===== src/logic/perf_pkg.sv =====
package perf_pkg;

  localparam int ADDR_W = 20;
  localparam int DATA_W = 16;
  localparam int ID_W   = 4;
  localparam int STRB_W = DATA_W / 8;

  // write address channel payload
  typedef struct packed {
    logic [ADDR_W-1:0] addr;
    logic [ID_W-1:0]   id;
    logic [7:0]        len;
    logic [2:0]        size;
    logic [1:0]        burst;
  } axi_aw_t;

  typedef struct packed {
    logic [DATA_W-1:0] data;
    logic [STRB_W-1:0] strb;
    logic              last;
  } axi_w_t;

  // beats must be at least 1, num_bursts of 0 gives an empty run
  typedef struct packed {
    logic [ADDR_W-1:0] base_addr;
    logic [7:0]        beats;
    logic [ADDR_W-1:0] stride;
    logic [15:0]       num_bursts;
  } wr_cfg_t;

  typedef enum logic [1:0] {
    STAT_BURSTS = 2'd0,
    STAT_BEATS  = 2'd1,
    STAT_STALLS = 2'd2,
    STAT_ERRORS = 2'd3
  } stat_id_e;

  typedef enum logic [2:0] {
    IDLE,
    RUN,
    RUN_WAIT,
    REPORT,
    REPORT_WAIT,
    DONE
  } seq_state_e;

endpackage


===== src/logic/perf_sequencer.sv =====
`timescale 1ns/1ps

module perf_sequencer
  import perf_pkg::*;
(
  input  logic clk,
  input  logic rst_n,
  input  logic start,
  input  logic wr_busy,
  input  logic rpt_busy,
  output logic wr_start,
  output logic rpt_start,
  output logic done
);

  seq_state_e state;
  seq_state_e state_next;

  always_comb begin
    state_next = state;

    case (state)
      IDLE: begin
        if (start) begin
          state_next = RUN;
        end
      end

      RUN: begin
        state_next = RUN_WAIT;
      end

      // the writer raises busy in the cycle after wr_start, so this
      // state already sees it high on entry
      RUN_WAIT: begin
        if (!wr_busy) begin
          state_next = REPORT;
        end
      end

      REPORT: begin
        state_next = REPORT_WAIT;
      end

      REPORT_WAIT: begin
        if (!rpt_busy) begin
          state_next = DONE;
        end
      end

      DONE: begin
        if (start) begin
          state_next = RUN;
        end
      end

      default: begin
        state_next = IDLE;
      end
    endcase
  end

  always_ff @(posedge clk) begin
    if (!rst_n) begin
      state <= IDLE;
    end else begin
      state <= state_next;
    end
  end

  // start pulses are one cycle long since RUN and REPORT last one cycle
  assign wr_start  = (state == RUN);
  assign rpt_start = (state == REPORT);
  assign done      = (state == DONE);

endmodule


===== src/logic/burst_writer.sv =====
`timescale 1ns/1ps

module burst_writer
  import perf_pkg::*;
(
  input  logic    clk,
  input  logic    rst_n,
  input  logic    wr_start,
  input  wr_cfg_t cfg,
  output axi_aw_t aw,
  output logic    awvalid,
  input  logic    awready,
  output axi_w_t  w,
  output logic    wvalid,
  input  logic    wready,
  input  logic    bvalid,
  output logic    bready,
  output logic    wr_busy
);

  typedef enum logic [1:0] {
    PH_IDLE,
    PH_ADDR,
    PH_DATA,
    PH_RESP
  } phase_e;

  phase_e            phase;
  wr_cfg_t           cfg_q;
  logic [15:0]       burst_cnt;
  logic [7:0]        beat_cnt;
  logic [ADDR_W-1:0] addr;
  logic              last_beat;
  logic              last_burst;

  assign last_beat  = (beat_cnt == cfg_q.beats - 8'd1);
  assign last_burst = (burst_cnt == cfg_q.num_bursts - 16'd1);

  always_ff @(posedge clk) begin
    if (!rst_n) begin
      phase     <= PH_IDLE;
      burst_cnt <= '0;
      beat_cnt  <= '0;
    end else begin
      case (phase)
        PH_IDLE: begin
          if (wr_start && cfg.num_bursts != 16'd0) begin
            cfg_q     <= cfg;
            addr      <= cfg.base_addr;
            burst_cnt <= '0;
            beat_cnt  <= '0;
            phase     <= PH_ADDR;
          end
        end

        PH_ADDR: begin
          if (awready) begin
            beat_cnt <= '0;
            phase    <= PH_DATA;
          end
        end

        PH_DATA: begin
          if (wready) begin
            if (last_beat) begin
              phase <= PH_RESP;
            end else begin
              beat_cnt <= beat_cnt + 8'd1;
            end
          end
        end

        PH_RESP: begin
          if (bvalid) begin
            if (last_burst) begin
              phase <= PH_IDLE;
            end else begin
              burst_cnt <= burst_cnt + 16'd1;
              addr      <= addr + cfg_q.stride;
              phase     <= PH_ADDR;
            end
          end
        end

        default: begin
          phase <= PH_IDLE;
        end
      endcase
    end
  end

  // payloads come only from registers, so they hold while a channel stalls
  assign aw.addr  = addr;
  assign aw.id    = burst_cnt[ID_W-1:0];
  assign aw.len   = cfg_q.beats - 8'd1;
  assign aw.size  = 3'($clog2(STRB_W));
  assign aw.burst = 2'b01;

  assign w.data = {burst_cnt[7:0], beat_cnt};
  assign w.strb = '1;
  assign w.last = last_beat && wvalid;

  assign awvalid = (phase == PH_ADDR);
  assign wvalid  = (phase == PH_DATA);
  assign bready  = (phase == PH_RESP);
  assign wr_busy = (phase != PH_IDLE);

endmodule


===== src/logic/write_stats.sv =====
`timescale 1ns/1ps

module write_stats
  import perf_pkg::*;
#(
  parameter int STAT_W = 32
) (
  input  logic              clk,
  input  logic              rst_n,
  input  logic              clear,
  input  logic              awvalid,
  input  logic              awready,
  input  logic              wvalid,
  input  logic              wready,
  input  logic              bvalid,
  input  logic              bready,
  input  logic [1:0]        bresp,
  input  stat_id_e          stat_sel,
  output logic [STAT_W-1:0] stat_val
);

  logic [STAT_W-1:0] cnt [4];
  logic [3:0]        inc;

  // one event bit per counter, indexed by stat id
  always_comb begin
    inc[STAT_BURSTS] = awvalid && awready;
    inc[STAT_BEATS]  = wvalid && wready;
    inc[STAT_STALLS] = wvalid && !wready;
    inc[STAT_ERRORS] = bvalid && bready && (bresp != 2'b00);
  end

  always_ff @(posedge clk) begin
    if (!rst_n || clear) begin
      for (int i = 0; i < 4; i++) begin
        cnt[i] <= '0;
      end
    end else begin
      for (int i = 0; i < 4; i++) begin
        // counters stick at all ones instead of wrapping
        if (inc[i] && cnt[i] != '1) begin
          cnt[i] <= cnt[i] + 1'b1;
        end
      end
    end
  end

  assign stat_val = cnt[stat_sel];

endmodule


===== src/logic/stat_printer.sv =====
`timescale 1ns/1ps

module stat_printer
  import perf_pkg::*;
#(
  parameter int STAT_W = 32
) (
  input  logic              clk,
  input  logic              rst_n,
  input  logic              rpt_start,
  input  logic [STAT_W-1:0] stat_val,
  input  logic              tx_busy,
  output stat_id_e          stat_sel,
  output logic              tx_en,
  output logic [7:0]        tx_data,
  output logic              rpt_busy
);

  // a line is "NN: 0x" then the value digits then CR LF
  localparam int NIBBLES  = STAT_W / 4;
  localparam int LINE_LEN = NIBBLES + 8;
  localparam int IDX_W    = $clog2(LINE_LEN);

  typedef enum logic [1:0] {
    P_IDLE,
    P_SEND,
    P_DRAIN
  } prn_state_e;

  prn_state_e       state;
  logic [IDX_W-1:0] char_idx;
  logic [7:0]       cur_char;
  logic             can_send;

  function automatic logic [7:0] hex_char(input logic [3:0] nib);
    return (nib < 4'd10) ? 8'h30 + {4'h0, nib} : 8'h37 + {4'h0, nib};
  endfunction

  always_comb begin
    case (int'(char_idx))
      0: cur_char = hex_char(4'h0);
      1: cur_char = hex_char({2'b00, stat_sel});
      2: cur_char = ":";
      3: cur_char = " ";
      4: cur_char = "0";
      5: cur_char = "x";
      LINE_LEN - 2: cur_char = 8'h0d;
      LINE_LEN - 1: cur_char = 8'h0a;
      default: cur_char = hex_char(4'(stat_val >> (4 * (NIBBLES + 5 - int'(char_idx)))));
    endcase
  end

  // tx_busy only rises the cycle after tx_en, so skip that cycle too
  assign can_send = !tx_busy && !tx_en;

  always_ff @(posedge clk) begin
    tx_en <= 1'b0;
    if (!rst_n) begin
      state    <= P_IDLE;
      char_idx <= '0;
      stat_sel <= STAT_BURSTS;
    end else begin
      case (state)
        P_IDLE: begin
          if (rpt_start) begin
            char_idx <= '0;
            stat_sel <= STAT_BURSTS;
            state    <= P_SEND;
          end
        end

        P_SEND: begin
          if (can_send) begin
            tx_en   <= 1'b1;
            tx_data <= cur_char;
            if (int'(char_idx) == LINE_LEN - 1) begin
              char_idx <= '0;
              if (stat_sel == STAT_ERRORS) begin
                state <= P_DRAIN;
              end else begin
                stat_sel <= stat_id_e'(stat_sel + 2'd1);
              end
            end else begin
              char_idx <= char_idx + 1'b1;
            end
          end
        end

        P_DRAIN: begin
          if (can_send) begin
            state <= P_IDLE;
          end
        end

        default: begin
          state <= P_IDLE;
        end
      endcase
    end
  end

  assign rpt_busy = (state != P_IDLE);

endmodule


===== src/logic/uart_tx.sv =====
`timescale 1ns/1ps

module uart_tx #(
  parameter int CLKS_PER_BIT = 868
) (
  input  logic       clk,
  input  logic       rst_n,
  input  logic       tx_en,
  input  logic [7:0] tx_data,
  output logic       tx_busy,
  output logic       utx_pin
);

  localparam int CNT_W = $clog2(CLKS_PER_BIT + 1);

  logic [CNT_W-1:0] baud_cnt;
  logic [3:0]       bit_idx;
  logic [8:0]       shift;

  always_ff @(posedge clk) begin
    if (!rst_n) begin
      tx_busy  <= 1'b0;
      utx_pin  <= 1'b1;
      baud_cnt <= '0;
      bit_idx  <= '0;
    end else if (!tx_busy) begin
      if (tx_en) begin
        // start bit goes out now, stop bit waits at the top of the shifter
        shift    <= {1'b1, tx_data};
        utx_pin  <= 1'b0;
        tx_busy  <= 1'b1;
        baud_cnt <= '0;
        bit_idx  <= '0;
      end
    end else if (baud_cnt == CNT_W'(CLKS_PER_BIT - 1)) begin
      baud_cnt <= '0;
      if (bit_idx == 4'd9) begin
        tx_busy <= 1'b0;
      end else begin
        utx_pin <= shift[0];
        shift   <= {1'b1, shift[8:1]};
        bit_idx <= bit_idx + 4'd1;
      end
    end else begin
      baud_cnt <= baud_cnt + 1'b1;
    end
  end

endmodule


===== src/logic/axi_perf_top.sv =====
`timescale 1ns/1ps

module axi_perf_top
  import perf_pkg::*;
#(
  parameter int CLKS_PER_BIT = 868,
  parameter int STAT_W       = 32
) (
  input  logic       clk,
  input  logic       rst_n,
  input  logic       start,
  input  wr_cfg_t    cfg,
  output axi_aw_t    aw,
  output logic       awvalid,
  input  logic       awready,
  output axi_w_t     w,
  output logic       wvalid,
  input  logic       wready,
  input  logic       bvalid,
  input  logic [1:0] bresp,
  output logic       bready,
  output logic       utx_pin,
  output logic       done
);

  logic              wr_start;
  logic              wr_busy;
  logic              rpt_start;
  logic              rpt_busy;
  stat_id_e          stat_sel;
  logic [STAT_W-1:0] stat_val;
  logic              tx_en;
  logic [7:0]        tx_data;
  logic              tx_busy;

  perf_sequencer i_sequencer (
    .clk      (clk),
    .rst_n    (rst_n),
    .start    (start),
    .wr_busy  (wr_busy),
    .rpt_busy (rpt_busy),
    .wr_start (wr_start),
    .rpt_start(rpt_start),
    .done     (done)
  );

  burst_writer i_writer (
    .clk     (clk),
    .rst_n   (rst_n),
    .wr_start(wr_start),
    .cfg     (cfg),
    .aw      (aw),
    .awvalid (awvalid),
    .awready (awready),
    .w       (w),
    .wvalid  (wvalid),
    .wready  (wready),
    .bvalid  (bvalid),
    .bready  (bready),
    .wr_busy (wr_busy)
  );

  // counters restart with every run
  write_stats #(
    .STAT_W(STAT_W)
  ) i_stats (
    .clk     (clk),
    .rst_n   (rst_n),
    .clear   (wr_start),
    .awvalid (awvalid),
    .awready (awready),
    .wvalid  (wvalid),
    .wready  (wready),
    .bvalid  (bvalid),
    .bready  (bready),
    .bresp   (bresp),
    .stat_sel(stat_sel),
    .stat_val(stat_val)
  );

  stat_printer #(
    .STAT_W(STAT_W)
  ) i_printer (
    .clk      (clk),
    .rst_n    (rst_n),
    .rpt_start(rpt_start),
    .stat_val (stat_val),
    .tx_busy  (tx_busy),
    .stat_sel (stat_sel),
    .tx_en    (tx_en),
    .tx_data  (tx_data),
    .rpt_busy (rpt_busy)
  );

  uart_tx #(
    .CLKS_PER_BIT(CLKS_PER_BIT)
  ) i_uart (
    .clk    (clk),
    .rst_n  (rst_n),
    .tx_en  (tx_en),
    .tx_data(tx_data),
    .tx_busy(tx_busy),
    .utx_pin(utx_pin)
  );

endmodule


===== config.mk =====
export PLATFORM = sky130hd
export DESIGN_NAME = axi_perf_top
export DESIGN_NICKNAME = d
export VERILOG_FILES = /design/src/logic/perf_pkg.sv /design/src/logic/perf_sequencer.sv /design/src/logic/burst_writer.sv /design/src/logic/write_stats.sv /design/src/logic/stat_printer.sv /design/src/logic/uart_tx.sv /design/src/logic/axi_perf_top.sv
export SDC_FILE = /design/constraint.sdc
export NUM_CORES = 1
export LEC_CHECK = 0
export ABC_AREA = 0
export BUFFER_PORTS_ARGS = -buffer_cell sky130_fd_sc_hd__buf_4
export CORE_ASPECT_RATIO = 1.4
export CORE_UTILIZATION = 35
export CTS_CLUSTER_SIZE = 10
export DETAILED_ROUTE_END_ITERATION = 8
export GPL_ROUTABILITY_DRIVEN = 0
export PLACE_DENSITY_LB_ADDON = 0.25
export SYNTH_ARGS = -nofsm -noshare
export SYNTH_HDL_FRONTEND = slang
export SYNTH_SLANG_ARGS = --single-unit

===== constraint.sdc =====
create_clock -name clk -period 9.9 [get_ports clk]
set_input_delay 0.495 -clock clk [delete_from_list [all_inputs] [get_ports clk]]
set_output_delay 0.495 -clock clk [all_outputs]
set_load 0.1 [all_outputs]

[Word-level counts from Yosys, hierarchy flattened]
Memory sizes are Yosys's and may differ from the RTL's. A register that Yosys moved wholly into a read port is not among the register bits.
Index checks and enable logic that the tools add are counted.
Word-level totals
  flip-flop bits (word level): 135
  bits in latches: 0
  RAM bits: 128
  bits in read-only memories: 0
  input port bits: 72
  output and inout port bits: 61
  word-level logic and storage cells: 215
  memories: 1
Memories
  i_stats.cnt: words 4, width 32, rd ports 5, clocked after Yosys merged registers in 1, wr ports 4, RTL line write_stats.sv:22  | logic [STAT_W-1:0] cnt [4];
Operators by class
  add/subtract/negate cells: 18
  multipliers: 0
  div/mod/pow operators: 0
  order comparisons: 2
  equality and inequality tests: 45
  shift operators: 1
  muxes and demuxes: 82
  bitwise logic cells: 4
  reductions and logical operators: 44
Operators with widths (count)
  $add 32x1->32 const B: 4
  $mux 32: 4
  $ne 32x32->1 const B: 4
  $mux 20: 3
  $pmux 8 s7: 1
  $mux 16: 3
  $mux 8: 6
  $pmux 20 s2: 1
  $mux 9: 4
  $mux 2: 16
  $pmux 16 s2: 1
  $shr 32x32->4: 1
  $mux 10: 3
  $mux 4: 7
  $reduce_and 5->1: 5
  $mux 1: 24
  $pmux 8 s3: 1
  $ne 2x2->1 const B: 11
  $add 20x20->20: 1
  $add 16x1->16 const B: 1
  $eq 16x16->1: 1
  $reduce_bool 16->1: 1
  $sub 16x1->16 const B: 1
  $pmux 3 s5: 1
  other kinds (40): 91

[Depth between registers and ports, before layout]
  depth in word-level cells: 8
  mapped depth: 13
  mapped depth without buffers: 11

[Cells and area by module]
From an unflattened synthesis, not the netlist that was laid out.
Unflattened totals
  cells, all modules: 1497
  area total of the unflattened synthesis: 15911.5 um^2
Modules (own cells, without submodules)
  write_stats: instances 1, cells an instance 699, area each 7776.2 um^2, sequential area each 3843.7 um^2
  burst_writer: instances 1, cells an instance 510, area each 5360.1 um^2, sequential area each 2442.3 um^2
  stat_printer: instances 1, cells an instance 147, area each 1366.3 um^2, sequential area each 390.4 um^2
  uart_tx: instances 1, cells an instance 125, area each 1252.5 um^2, sequential area each 560.5 um^2
  perf_sequencer: instances 1, cells an instance 16, area each 156.4 um^2, sequential area each 60.1 um^2

[Least setup slack after synthesis]
Ideal clock, no wire load.
  path type: register -> output
  start: register i_writer.cfg_q[36] (netlist name)
  end: output port w[0] (netlist name)
  arrival: 4.703 ns
  data required time: 9.405 ns
  setup slack: 4.702 ns
  cell stages (with the launch flop): 8
  path buffers: 0
  cells stage by stage: edfxtp_1 > inv_1 > ha_1 > xor2_1 > and2_1 > o2111a_1 > nand4_1 > nor2_1
RTL lines
  start, declared: RTL line burst_writer.sv:29  | wr_cfg_t cfg_q;
  start signal, assigned: RTL line burst_writer.sv:48  | cfg_q <= cfg;
  end, declared: RTL line axi_perf_top.sv:16  | output axi_w_t w,

[Final worst setup path]
  start: register i_writer.cfg_q[2] (netlist name)
  end: register i_writer.addr[13], enable pin
Between the ends
  word-level cells in the longest chain between the ends: 4
RTL lines
  $sub 16x1->16: RTL line burst_writer.sv:37  | assign last_burst = (burst_cnt == cfg_q.num_bursts - 16'd1);
  $eq 16x16->1: RTL line burst_writer.sv:37
  $ne 2x2->1 (no line)
  $reduce_and 5->1 (no line)
  end signal, assigned: RTL line burst_writer.sv:49  | addr <= cfg.base_addr;
  end signal, assigned: RTL line burst_writer.sv:79  | addr <= addr + cfg_q.stride;
  end, declared: RTL line burst_writer.sv:32  | logic [ADDR_W-1:0] addr;
Every way passes these cells.
A chain may end at the register's enable or synchronous reset.

==> results.md <==
- Status: complete, but fails checks
- Failing checks: DRC
- Core Area: 43200 um^2
- Most used routing layer: met2
- Met3 usage: 0.0219
- Top FF cell, synth: edfxtp_1
- Peak VDD IR: 0.120 mV
- DIE WIDTH: 179 um
- Post-synthesis mux area share: 0.0691
- Initial Util: 0.356
- Fin Clk Skew: 0.0189 ns
- Antenna cells: 0
- Worst Max-Slew Pin Slew: 1.04 ns
- Row count: 90
- ANT nets after route: 0
- H-tree depth: 1
- Slew HR: 0.298
- Yosys reg bits: 263
- Post-synthesis compound-gate area fraction: 0.0733
- Detailed Route Iter0 Violations: 538
- Unrepaired setup endpoints after global routing: no
- Die height: 250 um
- Initial antenna violation count: 0
- Fin area: 17600 um^2
- Via count: 11300
- Layout cells sized above 1: 0.165
- Die ar.: 44800 um^2
- Mapped cell area: 15400 um^2
- Number of CTS-inserted buffers: 31
- Ratio of final minimum period to clock period: 0.363
- Max Cap Viol: 0
- Hold-fix buffers, CTS: 0
- Sequential area share after synthesis: 0.477
- Wire per inst: 17.9 um
- Leak: 6.10 nW
- Cell variety after synth: 89
- Critical Path End Type: flop
- Post-synth top area share: 0.404
- Synth Area in XOR/XNOR: 0.109
- Placed instance area: 16700 um^2
- Most common cell in the netlist: nor2_1
- Hold/Removal Path Class: primary input to flop
- TritonRoute pass-1 iters: 7
- Largest area contributor in the synthesized netlist: edfxtp_1
- Worst-Skew Late Latency: 0.57 ns
- Ports: 133
- CP arrival: 3.89 ns
- Hold Vio Cnt, Final: 0
- GR Util met1: 0.201
- Port bufs: 125
- Asr flop ratio synth: 0
- Hpwl dp: 28100 um
- Synth Area in Simple Gates: 0.202
- Global-route wire length before repair: 59200 um
- Critical setup path kind: flop to flop
- Area of the multi-input gates: 7550 um^2
- Clk slew on worst S/H paths: 0.06 ns
- Total negative slack: 0 ns
- GR Overflow Total: 0
- Dpl ws: 6.36 ns
- Number of global-route vias before repair: 11000
- CTS sink count: 263
- GRT Total Usage: 0.168
- GR met2 Demand/Resource: 0.305
- Largest net degree at the start of global routing: 45
- Worst setup SP type: flop
- Register Area: 7340 um^2
- Main combinational cell family by area after synthesis: simple AND/OR/NAND/NOR gates
- Setup WS post-layout: 6.30 ns
- CTS tree: done
- Fin crit period: 3.60 ns
- Layout area overhead: 14.4%
- Mapped Cells: 1442
- Fin nets: 1665
- Synthesis Warnings: 0
- Max Slew Vio Count: 0
- Worst EP required: 10.19 ns
- Max Fanout on Critical Path: 24
- Ranking of synthesized cells by area: edfxtp_1 40%, dfxtp_1 7.3%, xor2_1 5.4%, nor2_1 5.3%, mux4_2 5.3%
- Postcts setup bufs: 0
- Post_cts resized: 0
- Post-synth EDFFs: 207
- CTS Root Cell: clkbuf_16
- # DRC: 28
- Final setup fails: 0
- Post-Synth Adder-Cell Area: 0.0355
- Filler cells: 4266
- Synth cell count leaders: 219 x nor2_1, 207 x edfxtp_1, 104 x nand2_1
- Avg Inst Size Synth: 10.7 um^2
- Pwr dens: 205 nW/um^2
- Total wire length: 37900 um
- Via density: 5.31
- Clock buffer depth: 3
- FMAX: 278 MHz
[flip-flops by register name (all words and copies together) (netlist names), 7 cells and up, named ones only]
| register | flops |
|---|---|
| i_stats.cnt | 128 |
| i_writer.cfg_q | 44 |
| i_writer.addr | 20 |
| i_writer.burst_cnt | 16 |
| i_uart.baud_cnt | 10 |
| i_uart.shift | 8 |
| i_writer.beat_cnt | 8 |
| i_printer.tx_data | 7 |
[worst paths after layout]
kind | cells after the start | endpoint | start | slack [ns]
worst min register to register | 1 | i_uart.utx_pin | i_uart.shift[0] | 0.47
worst max-delay path | 7 | i_writer.addr[13] | i_writer.cfg_q[2] | 6.30
worst max register to register | 7 | i_writer.addr[13] | i_writer.cfg_q[2] | 6.30
worst min-delay path | 1 | i_writer.cfg_q[30] | cfg[30] | 0.10
[metrics by stage]
stage / hold slack [ns] / power, mW / std cells / utilization
floorplan: 0.449 / 2.34 / 1447 / -
CTS: 0.0724 / 3.65 / 2120 / 0.407
finish: 0.102 / 3.62 / 2120 / 0.407
detailed placement: 0.465 / 2.62 / 2069 / 0.387
global placement: 0.464 / 2.61 / 2069 / 0.387
global route: 0.0848 / 3.78 / 2120 / 0.407
[routing by layer]
metal	share of wire	up-vias
li1	-	5434
met1	0.41	5528
met2	0.52	230
met3	0.045	58
met4	0.026	0
met5	0	-
[cells by family (layout without fill, tap and decap cells)]
group | Yosys count | after routing
muxes | 59 | 59
adders and majority gates | 43 | 43
other | 2 | 7
DFF | 263 | 263
xor gates and xnor gates | 183 | 183
and+or+nand+nor | 616 | 616
AOI/OAI and AO/OA | 171 | 171
buffers and inverters | 105 | 226
[worst max-delay path, stage by stage (launching register included)]
cell and delay (ns):
edfxtp_1 0.48, nor4_2 0.94, nand4_1 0.25, o31a_1 0.38, nor4_4 0.41, a21o_2 0.45, nor3_2 0.11, buf_4 0.28
[report_power, final]
| part | internal, mW | leakage [nW] | switching, mW |
|---|---|---|---|
| registers | 1.40 | 2.53 | 0.195 |
| logic | 0.326 | 3.15 | 0.673 |
| clock network | 0.573 | 0.413 | 0.446 |
[area by class of cell]
cell class / instances / area share
clock inverter: 5 / 0.00163
clock buffer: 46 / 0.0473
timing repair buffer: 137 / 0.0584
sequential: 263 / 0.417
multi-input combinational: 1079 / 0.429
tap: 552 / 0.0392
inverter: 38 / 0.00810
[cells in the final DEF (no fill, tap or decap), drive strengths merged, types with 9 or more instances in the layout]
cell type,n
nor2,220
edfxtp,207
buf,137
nand2,105
xor2,94
xnor2,84
nand3,78
dfxtp,56
a21oi,48
clkbuf,46
ha,42
o21ai,41
nand4,40
inv,39
mux4,36
and3,33
nor3,27
mux2,18
nor4,16
nor2b,14
or3,11
a21o,11
and2,11
a31oi,9
or2,9
nand2b,9
(Power assumes the default switching activity.)
